**src/logic/panel_pkg.sv**
```systemverilog
/*
  disk status panel shared definitions
  - display and LED widths
  - track, volume and status widths
  - highest floppy track
*/

package panel_pkg;

  // seven-segment digits
  localparam int SSEG_W   = 7;      // segments g..a

  // panel inputs
  localparam int TRACK_W  = 7;      // floppy track number
  localparam int VOL_W    = 7;      // audio volume
  localparam int STATUS_W = 3;      // control block status

  // LED banks
  localparam int LED_G_W  = 8;
  localparam int LED_R_W  = 10;

  // inner end stop of the floppy head
  localparam logic [TRACK_W-1:0] MAX_TRACK = 7'd79;

endpackage

```
**src/logic/sseg_decode.sv**
```systemverilog
/*
  hex digit to seven-segment decoder
  - segment order g..a, lit segment is 1 before inversion
  - optional inversion for active-low displays
  - optional output register, resets to blank
*/

module sseg_decode import panel_pkg::*; #(
  parameter int REG = 1,  // register the pattern
  parameter int INV = 1   // active-low segments
) (
  input  logic              clk,
  input  logic              rst,
  input  logic [3:0]        num,
  output logic [SSEG_W-1:0] sseg
);

  // all segments dark
  localparam logic [SSEG_W-1:0] BLANK = (INV != 0) ? '1 : '0;

  logic [SSEG_W-1:0] pattern;  // active-high pattern
  logic [SSEG_W-1:0] seg_next; // after optional inversion

  always_comb begin
    case (num)
      4'h0: pattern = 7'h3f;
      4'h1: pattern = 7'h06;
      4'h2: pattern = 7'h5b;
      4'h3: pattern = 7'h4f;
      4'h4: pattern = 7'h66;
      4'h5: pattern = 7'h6d;
      4'h6: pattern = 7'h7d;
      4'h7: pattern = 7'h07;
      4'h8: pattern = 7'h7f;
      4'h9: pattern = 7'h6f;
      4'ha: pattern = 7'h77;
      4'hb: pattern = 7'h7c;
      4'hc: pattern = 7'h39;
      4'hd: pattern = 7'h5e;
      4'he: pattern = 7'h79;
      default: pattern = 7'h71;  // f
    endcase
  end

  assign seg_next = (INV != 0) ? ~pattern : pattern;

  generate
    if (REG != 0) begin : g_reg
      always_ff @(posedge clk or posedge rst) begin
        if (rst) sseg <= BLANK;
        else     sseg <= seg_next;
      end
    end else begin : g_comb
      assign sseg = seg_next;  // clk and rst unused here
    end
  endgenerate

endmodule

```
**src/logic/io_fifo.sv**
```systemverilog
/*
  circular data buffer for disk transfers
  - write and read strobes, refused when full or empty
  - fall-through read data
  - occupancy count drives full and empty
  - done pulses for accepted operations
*/

module io_fifo #(
  parameter int FIFO_W          = 16,
  parameter int FIFO_DEPTH_LOG2 = 3
) (
  input  logic              clk,
  input  logic              rst,
  input  logic              wr,
  input  logic [FIFO_W-1:0] wdata,
  input  logic              rd,
  output logic [FIFO_W-1:0] rdata,
  output logic              full,
  output logic              empty,
  output logic              wr_done,
  output logic              rd_done
);

  localparam int DEPTH = 1 << FIFO_DEPTH_LOG2;

  logic [FIFO_W-1:0]          mem [DEPTH];
  logic [FIFO_DEPTH_LOG2-1:0] wr_ptr;
  logic [FIFO_DEPTH_LOG2-1:0] rd_ptr;
  logic [FIFO_DEPTH_LOG2:0]   count;  // one extra bit to hold DEPTH

  logic wr_ok;
  logic rd_ok;

  assign full  = (count == DEPTH[FIFO_DEPTH_LOG2:0]);
  assign empty = (count == '0);

  // accepted strobes only
  assign wr_ok = wr & ~full;
  assign rd_ok = rd & ~empty;

  assign wr_done = wr_ok;
  assign rd_done = rd_ok;

  // oldest word while not empty
  assign rdata = mem[rd_ptr];

  always_ff @(posedge clk) begin
    if (wr_ok) begin
      mem[wr_ptr] <= wdata;
    end
  end

  // pointers wrap naturally at the power-of-two depth
  always_ff @(posedge clk or posedge rst) begin
    if (rst) begin
      wr_ptr <= '0;
      rd_ptr <= '0;
    end else begin
      if (wr_ok) wr_ptr <= wr_ptr + 1'b1;
      if (rd_ok) rd_ptr <= rd_ptr + 1'b1;
    end
  end

  always_ff @(posedge clk or posedge rst) begin
    if (rst) begin
      count <= '0;
    end else begin
      case ({wr_ok, rd_ok})
        2'b10:   count <= count + 1'b1;
        2'b01:   count <= count - 1'b1;
        default: count <= count;  // idle, or read and write together
      endcase
    end
  end

endmodule

```
**src/logic/track_stepper.sv**
```systemverilog
/*
  floppy head position counter
  - one track per step pulse, dir 1 steps inward
  - holds at track 0 and at the inner end stop
*/

module track_stepper import panel_pkg::*; (
  input  logic               clk,
  input  logic               rst,
  input  logic               step,
  input  logic               dir,   // 1 = inward
  output logic [TRACK_W-1:0] track
);

  logic at_inner;
  logic at_outer;

  assign at_inner = (track == MAX_TRACK);
  assign at_outer = (track == '0);

  always_ff @(posedge clk or posedge rst) begin
    if (rst) begin
      track <= '0;
    end else if (step) begin
      if (dir) begin
        if (!at_inner) track <= track + 1'b1;
      end else begin
        if (!at_outer) track <= track - 1'b1;
      end
    end
  end

endmodule

```
**src/logic/indicators.sv**
```systemverilog
/*
  panel indicators
  - four hex digits, track on 1..0, volume on 3..2
  - stretched activity LEDs for FIFO reads and writes
  - control status on the top red LEDs
*/

module indicators import panel_pkg::*; #(
  parameter int SSEG_REG = 1,
  parameter int SSEG_INV = 1
) (
  input  logic                clk,
  input  logic                rst,
  input  logic [VOL_W-1:0]    volume,
  input  logic [TRACK_W-1:0]  track,
  input  logic                f_wr,    // floppy write done
  input  logic                f_rd,    // floppy read done
  input  logic                h_wr,    // hard disk write done
  input  logic                h_rd,    // hard disk read done
  input  logic [STATUS_W-1:0] status,
  output logic [SSEG_W-1:0]   hex_0,
  output logic [SSEG_W-1:0]   hex_1,
  output logic [SSEG_W-1:0]   hex_2,
  output logic [SSEG_W-1:0]   hex_3,
  output logic [LED_G_W-1:0]  led_g,
  output logic [LED_R_W-1:0]  led_r
);

  sseg_decode #(.REG(SSEG_REG), .INV(SSEG_INV)) u_hex_0 (
    .clk  (clk),
    .rst  (rst),
    .num  (track[3:0]),
    .sseg (hex_0)
  );

  sseg_decode #(.REG(SSEG_REG), .INV(SSEG_INV)) u_hex_1 (
    .clk  (clk),
    .rst  (rst),
    .num  ({1'b0, track[6:4]}),
    .sseg (hex_1)
  );

  sseg_decode #(.REG(SSEG_REG), .INV(SSEG_INV)) u_hex_2 (
    .clk  (clk),
    .rst  (rst),
    .num  (volume[3:0]),
    .sseg (hex_2)
  );

  sseg_decode #(.REG(SSEG_REG), .INV(SSEG_INV)) u_hex_3 (
    .clk  (clk),
    .rst  (rst),
    .num  ({1'b0, volume[6:4]}),
    .sseg (hex_3)
  );

  // two-cycle pulse stretchers
  logic [1:0] g0_sr, g1_sr;  // reads
  logic [1:0] r0_sr, r1_sr;  // writes

  always_ff @(posedge clk or posedge rst) begin
    if (rst) begin
      g0_sr <= 2'b00;
      g1_sr <= 2'b00;
      r0_sr <= 2'b00;
      r1_sr <= 2'b00;
    end else begin
      g0_sr <= {g0_sr[0], f_rd};
      g1_sr <= {g1_sr[0], h_rd};
      r0_sr <= {r0_sr[0], f_wr};
      r1_sr <= {r1_sr[0], h_wr};
    end
  end

  assign led_g = {{(LED_G_W-2){1'b0}}, |g1_sr, |g0_sr};
  assign led_r = {status, {(LED_R_W-STATUS_W-2){1'b0}}, |r1_sr, |r0_sr};

endmodule

```
**src/logic/disk_status_panel.sv**
```systemverilog
/*
  disk status panel top level
  - floppy and hard disk data FIFOs
  - floppy head stepper
  - digit and LED indicators
*/

module disk_status_panel import panel_pkg::*; #(
  parameter int FIFO_W          = 16,
  parameter int FIFO_DEPTH_LOG2 = 3,   // 8 words
  parameter int SSEG_REG        = 1,
  parameter int SSEG_INV        = 1
) (
  input  logic                clk,
  input  logic                rst,
  // floppy FIFO
  input  logic                f_wr,
  input  logic [FIFO_W-1:0]   f_wdata,
  input  logic                f_rd,
  output logic [FIFO_W-1:0]   f_rdata,
  output logic                f_full,
  output logic                f_empty,
  // hard disk FIFO
  input  logic                h_wr,
  input  logic [FIFO_W-1:0]   h_wdata,
  input  logic                h_rd,
  output logic [FIFO_W-1:0]   h_rdata,
  output logic                h_full,
  output logic                h_empty,
  // head stepper
  input  logic                step,
  input  logic                dir,
  // display sources
  input  logic [VOL_W-1:0]    volume,
  input  logic [STATUS_W-1:0] status,
  output logic [SSEG_W-1:0]   hex_0,
  output logic [SSEG_W-1:0]   hex_1,
  output logic [SSEG_W-1:0]   hex_2,
  output logic [SSEG_W-1:0]   hex_3,
  output logic [LED_G_W-1:0]  led_g,
  output logic [LED_R_W-1:0]  led_r
);

  logic               f_wr_done, f_rd_done;
  logic               h_wr_done, h_rd_done;
  logic [TRACK_W-1:0] track;

  io_fifo #(
    .FIFO_W          (FIFO_W),
    .FIFO_DEPTH_LOG2 (FIFO_DEPTH_LOG2)
  ) u_f_fifo (
    .clk     (clk),
    .rst     (rst),
    .wr      (f_wr),
    .wdata   (f_wdata),
    .rd      (f_rd),
    .rdata   (f_rdata),
    .full    (f_full),
    .empty   (f_empty),
    .wr_done (f_wr_done),
    .rd_done (f_rd_done)
  );

  io_fifo #(
    .FIFO_W          (FIFO_W),
    .FIFO_DEPTH_LOG2 (FIFO_DEPTH_LOG2)
  ) u_h_fifo (
    .clk     (clk),
    .rst     (rst),
    .wr      (h_wr),
    .wdata   (h_wdata),
    .rd      (h_rd),
    .rdata   (h_rdata),
    .full    (h_full),
    .empty   (h_empty),
    .wr_done (h_wr_done),
    .rd_done (h_rd_done)
  );

  track_stepper u_stepper (
    .clk   (clk),
    .rst   (rst),
    .step  (step),
    .dir   (dir),
    .track (track)
  );

  // LEDs see accepted operations only
  indicators #(
    .SSEG_REG (SSEG_REG),
    .SSEG_INV (SSEG_INV)
  ) u_indicators (
    .clk    (clk),
    .rst    (rst),
    .volume (volume),
    .track  (track),
    .f_wr   (f_wr_done),
    .f_rd   (f_rd_done),
    .h_wr   (h_wr_done),
    .h_rd   (h_rd_done),
    .status (status),
    .hex_0  (hex_0),
    .hex_1  (hex_1),
    .hex_2  (hex_2),
    .hex_3  (hex_3),
    .led_g  (led_g),
    .led_r  (led_r)
  );

endmodule

```
**config.mk**
```make
export PLATFORM = sky130hd
export DESIGN_NAME = disk_status_panel
export DESIGN_NICKNAME = d
export VERILOG_FILES = /design/src/logic/panel_pkg.sv /design/src/logic/sseg_decode.sv /design/src/logic/io_fifo.sv /design/src/logic/track_stepper.sv /design/src/logic/indicators.sv /design/src/logic/disk_status_panel.sv
export SDC_FILE = /design/constraint.sdc
export NUM_CORES = 1
export LEC_CHECK = 0
export ABC_AREA = 1
export BUFFER_PORTS_ARGS = -buffer_cell sky130_fd_sc_hd__buf_4
export CORE_MARGIN = 2
export CORE_UTILIZATION = 63
export CTS_BUF_LIST = sky130_fd_sc_hd__clkbuf_4 sky130_fd_sc_hd__clkbuf_8 sky130_fd_sc_hd__clkbuf_16
export DETAILED_ROUTE_END_ITERATION = 16
export PLACE_DENSITY = 0.8
export SYNTH_ARGS = -nofsm -noshare
export SYNTH_HDL_FRONTEND = slang
export SYNTH_SLANG_ARGS = --single-unit
```
**constraint.sdc**
```tcl
create_clock -name clk -period 5.95 [get_ports clk]
set_clock_uncertainty 0.05 [all_clocks]
set_input_delay 0.2975 -clock clk [delete_from_list [all_inputs] [get_ports clk]]
set_output_delay 0.2975 -clock clk [all_outputs]
set_load 0.02 [all_outputs]
```
Word level (Yosys, flattened, before mapping)
Memories as Yosys holds them, arrays and structs flattened.
Cells that the tools add are included.
Storage, ports and cells
  ROM bits: 448
  memories: 6
  logic and storage cells: 71
  latch bits: 0
  output and inout port bits: 82
  input bits: 50
  memory bits (writable): 256
  bits in registers: 63
Memories
  u_f_fifo.mem: depth 8, width 16, read ports 1, clocked after Yosys merged registers in 0, write ports 1, RTL line io_fifo.sv:27  | logic [FIFO_W-1:0] mem [DEPTH];
  u_h_fifo.mem: depth 8, width 16, read ports 1, clocked after Yosys merged registers in 0, write ports 1, RTL line io_fifo.sv:27
  (no name shown): depth 16, width 7, read ports 1, clocked after Yosys merged registers in 0, write ports 0, RTL line sseg_decode.sv:25  | case (num)
  (no name shown): depth 16, width 7, read ports 1, clocked after Yosys merged registers in 0, write ports 0, RTL line sseg_decode.sv:25
  (no name shown): depth 16, width 7, read ports 1, clocked after Yosys merged registers in 0, write ports 0, RTL line sseg_decode.sv:25
  (no name shown): depth 16, width 7, read ports 1, clocked after Yosys merged registers in 0, write ports 0, RTL line sseg_decode.sv:25
Cells by class
  $lt $le $gt $ge: 0
  multipliers: 0
  divide/modulo/power cells: 0
  add/sub/neg operators: 10
  shift operators: 0
  multiplexer cells: 9
  bitwise logic cells: 12
  equality and inequality tests: 9
  reductions and logical operators: 10
Operators with widths (number)
  $not A7 Y7: 4
  $mux W7: 3
  $pmux W4 S2: 2
  $add A3 B1 Y3 const B: 4
  $add A4 B1 Y4 const B: 2
  $eq A4 B4 Y1 const B: 2
  $logic_not A4 Y1: 2
  $reduce_or A2 Y1: 4
  $sub A4 B1 Y4 const B: 2
  $add A7 B1 Y7 const B: 1
  $eq A7 B7 Y1 const B: 1
  $logic_not A7 Y1: 1
  $sub A7 B1 Y7 const B: 1
  $and A1 B1 Y1: 4
  $eq A2 B1 Y1 const B: 2
  $eq A2 B2 Y1 const B: 2
  $mux W1: 4
  $ne A2 B2 Y1 const B: 2
  $not A1 Y1: 4
  $reduce_bool A2 Y1: 2
  $reduce_and A3 Y1: 1

Longest topological paths before layout
  word-level depth: 5
  depth in mapped cells: 11
  depth with buffers taken out: 11

Hierarchy
From an unflattened synthesis, not the netlist that was laid out.
Unflattened totals
  cell total of the unflattened synthesis: 1622
  area, all modules: 14991.9 µm²
By module, submodules not included
  io_fifo: area an instance 6115.9 µm², seq. area each 4093.9 µm², cells each 636, instances 2
  sseg_decode: area an instance 449.2 µm², seq. area each 183.9 µm², cells each 56, instances 4
  track_stepper: area an instance 605.6 µm², seq. area each 175.2 µm², cells each 90, instances 1
  indicators: area an instance 357.8 µm², seq. area each 200.2 µm², cells each 36, instances 1

Worst setup path before layout
Ideal clock, no wire load.
  kind: reg-to-reg
  start point: register u_h_fifo.count[0]
  end point: memory u_h_fifo.mem[0][0] (enable)
  data required time: 5.512 ns
  path slack: 3.941 ns
  setup time: 0.388 ns
  cell stages (with the launch flop): 6
  arrival time: 1.570 ns
  period minus slack after synthesis: 2.009 ns
  cell sequence: dfrtp_1 -> nor2_1 -> nand3_1 -> nand2_1 -> or2_1 -> nor2_1
Between the ends
  longest elaborated chain between the ends: 5
Ends and longest elaborated chain
  start: declaration: RTL line io_fifo.sv:30  | logic [FIFO_DEPTH_LOG2:0] count;
  start signal: assignment: RTL line io_fifo.sv:70  | 2'b10: count <= count + 1'b1;
  start signal: assignment: RTL line io_fifo.sv:71  | 2'b01: count <= count - 1'b1;
  start signal: assignment: RTL line io_fifo.sv:72  | default: count <= count;
  $eq A4 B4 Y1: RTL line io_fifo.sv:35  | assign full = (count == DEPTH[FIFO_DEPTH_LOG2:0]);
  $not A1 Y1: RTL line io_fifo.sv:39  | assign wr_ok = wr & ~full;
  $and A1 B1 Y1: RTL line io_fifo.sv:39
  $mux W1: RTL line io_fifo.sv:49  | if (wr_ok) begin
  $mux W1 (not written as such): RTL line io_fifo.sv:50  | mem[wr_ptr] <= wdata;
  end: declaration: RTL line io_fifo.sv:27
Every way passes these cells.

Final worst setup path
  start point: register u_h_fifo.rd_ptr[2]
  end point: output h_rdata[12]
Between the ends
  longest elaborated chain between the ends: 1
Ends and longest elaborated chain
  start: declaration: RTL line io_fifo.sv:29  | logic [FIFO_DEPTH_LOG2-1:0] rd_ptr;
  start signal: assignment: RTL line io_fifo.sv:61  | if (rd_ok) rd_ptr <= rd_ptr + 1'b1;
  $mem_v2 Z8 W16
  end: declaration: RTL line disk_status_panel.sv:27  | output logic [FIFO_W-1:0] h_rdata,
Every way passes these cells.

==> results.sh <==
export IMPL_synth_area_um2=13390
export IMPL_grt_antenna_before_repair=0
export IMPL_whs_ns=0.01922
export IMPL_critPathLaunchType="register"
export IMPL_grt_pass1_vias=8709
export IMPL_layout_commonest_cell="edfxtp_1"
export IMPL_start_util=0.6391
export IMPL_syn_avg_cell_area_um2=11.99
export IMPL_antenna_left=0
export IMPL_dieHeight_um=149.8
export IMPL_final_cell_mix="edfxtp_1 (256), nand2_1 (185), nor2_1 (160)"
export IMPL_drt_initial_drc_count=618
export IMPL_fin_crit_sh=0.5144
export IMPL_pwr_density_cell_nw_per_um2=505.9
export IMPL_vias_per_cell=5.594
export IMPL_post_cts_buffers=0
export IMPL_p_leak_uw=0.006180
export IMPL_area_delta_synth_final_pct=16.87
export IMPL_ys_seq_area_frac=0.6943
export IMPL_htreeDepth=1
export IMPL_drv_cap=0
export IMPL_rows=53
export IMPL_ys_async_sr_fraction=0.1975
export IMPL_cts_sinks=319
export IMPL_worstPathRequired_ns=5.60
export IMPL_arrival_ns=2.71
export IMPL_layout_setup_ws_ns=2.889
export IMPL_antenna_cells=0
export IMPL_fmax_mhz=326.7
export IMPL_post_cts_resized=0
export IMPL_grt_overflow=0
export IMPL_status="finished clean"
export IMPL_dpl_worst_slack_ns=3.543
export IMPL_tightest_slew_ns=1.125
export IMPL_critPathKind="reg2out"
export IMPL_irDropWorstVdd_mv=0.3331
export IMPL_drive_gt1_frac=0.1704
export IMPL_drcViolationCount=0
export IMPL_drt_total_wl_mm=27.67
export IMPL_synth_edff_count=256
export IMPL_first_pass_iters=5
export IMPL_wl_per_cell_um=17.67
export IMPL_power_uw=7919
export IMPL_slew_violations=0
export IMPL_clk_pin_slew_worst_paths_ns=0.06
export IMPL_place_hpwl_mm=15.70
export IMPL_cp_end_kind="primary output"
export IMPL_synth_distinct_cells=33
export IMPL_yosysTopAreaCellShare=0.5740
export IMPL_ctsLongestPathBuffers=3
export IMPL_io_buffers=114
export IMPL_die_x_um=149.8
export IMPL_synth_seq_cells=319
export IMPL_hold_path_class="in2reg"
export IMPL_die_area_um2=22440
export IMPL_fin_crit_ns=3.061
export IMPL_p_sw_uw=3002
export IMPL_ctsHoldBuffers=38
export IMPL_finalHoldViolCount=0
export IMPL_rsz0062_at_grt="false"
export IMPL_p_int_uw=4917
export IMPL_dr_total_vias=8760
export IMPL_clock_root_buffer="clkbuf_16"
export IMPL_synthCells=1117
export IMPL_place_congestion=0.8184
export IMPL_final_core_util=0.7470
export IMPL_cts_tree="yes"
export IMPL_yosysWarnings=0
export IMPL_nets=1359
export IMPL_synth_top_flop_cell="edfxtp_1"
export IMPL_design_portCount=132
export IMPL_fin_tns_setup_ns=0
export IMPL_grt_use_total=0.2470
export IMPL_yosys_top_cells_area="edfxtp_1 (57%), dfrtp_1 (6.5%), dfstp_2 (5.5%)"
export IMPL_p_comb_frac=0.386
export IMPL_p_clk_frac=0.221
export IMPL_clk_latency_ns=0.54
export IMPL_fp_coreArea_um2=20960
export IMPL_slew_headroom=0.2501
export IMPL_critical_path_max_fanout=17
export IMPL_grt_max_degree=66
export IMPL_yosys_area_top_type="edfxtp_1"
export IMPL_swShare=0.3790
export IMPL_grt_pass1_wl_mm=43.26
export IMPL_pwr_share_seq=0.393
export IMPL_numCtsBuffers=31
export IMPL_setup_violations=0
power groups by stage:
| stage | clock network, uW | logic [uW] | registers, uW |
|---|---|---|---|
| after floorplan | 0 | 2090 | 3120 |
| after global placement | 0 | 2910 | 3130 |
| after detailed placement | 0 | 3000 | 3150 |
| after CTS | 1770 | 3050 | 3110 |
| after global routing | 1850 | 3370 | 3150 |
| final | 1750 | 3060 | 3110 |
layer usage:
layer	track usage	vias up	routed length [um]	part of all wire
li1	-	4177	-	-
met1	0.3306	4145	11280	0.41
met2	0.4167	391	13770	0.50
met3	0.04299	47	2137	0.077
met4	0.08019	0	480	0.017
met5	0	-	0	0
worst max-delay path, stage by stage, from the launching register on:
cell and delay (ns):
dfrtp_1 0.86, clkinv_1 0.79, nand2_1 0.27, nand2_1 0.09
buf_4 0.16
logic make-up after synthesis:
kind of cell,after synthesis,share of synthesized area
AO/OA/AOI/OAI,236,0.09604
AND/OR/NAND/NOR,374,0.1083
XOR/XNOR,19,0.01243
adder cells (fa/ha/maj),40,0.03905
other,1,0.0002800
buffers and inverters,128,0.04961
flip-flops,319,0.6943
sequential cells by signal, summed over array words and instances, names as in the netlist, 4 cells and up:
name,cells
u_indicators.u_hex_2.sseg,7
u_f_fifo.count,4
u_h_fifo.count,4
u_f_fifo.mem,128
u_indicators.u_hex_3.sseg,7
u_indicators.u_hex_0.sseg,7
u_h_fifo.mem,128
u_indicators.u_hex_1.sseg,7
u_stepper.track,7
final timing paths:
kind / start / endpoint / slack [ns] / depth (start not counted)
worst max-delay path: u_h_fifo.rd_ptr[2] / h_rdata[12] / 2.89 / 4
worst min-delay path: h_rd / u_h_fifo.rd_ptr[0] / 0.02 / 3
worst max register to register: u_h_fifo.count[0] / u_h_fifo.count[3] / 3.72 / 11
worst min register to register: u_indicators.g0_sr[0] / u_indicators.g0_sr[1] / 0.32 / 0
max in group asynchronous: rst / u_indicators.g1_sr[1] / 4.82 / 4
min in group asynchronous: rst / u_f_fifo.wr_ptr[0] / 0.51 / 4
Yosys cell counts (2+ instances only):
cell type and count:
xnor2_1 8, or2_2 5, xor2_1 11, o31ai_1 3
nand2_1 185, clkbuf_2 2, dfstp_2 28, o21ai_0 112
or2_1 2, nand3_1 21, o22ai_1 65, inv_1 58
buf_4 16, a21oi_1 11, o21ai_1 40, inv_2 4
buf_2 13, clkbuf_1 17, buf_6 14, clkinv_1 2
dfrtp_1 35, fa_1 3, nor2_1 160, buf_1 2
edfxtp_1 256, ha_1 37
per-stage QoR:
step | instances | area (um^2)
floorplan | 1127 | 13430
global placement | 1473 | 14360
detailed placement | 1473 | 14360
CTS | 1566 | 15650
global route | 1566 | 15650
finish | 1566 | 15650
area by class of cell:
class | count | area, um^2
clock buffers | 37 | 820.8
flip-flops and latches | 319 | 9299
fillers | 1333 | 5303
clock inverters | 18 | 87.58
inverters | 64 | 240.2
well taps | 275 | 344.1
multi-input cells | 680 | 3467
repair buffers | 173 | 1394
(Power assumes the default switching activity.)
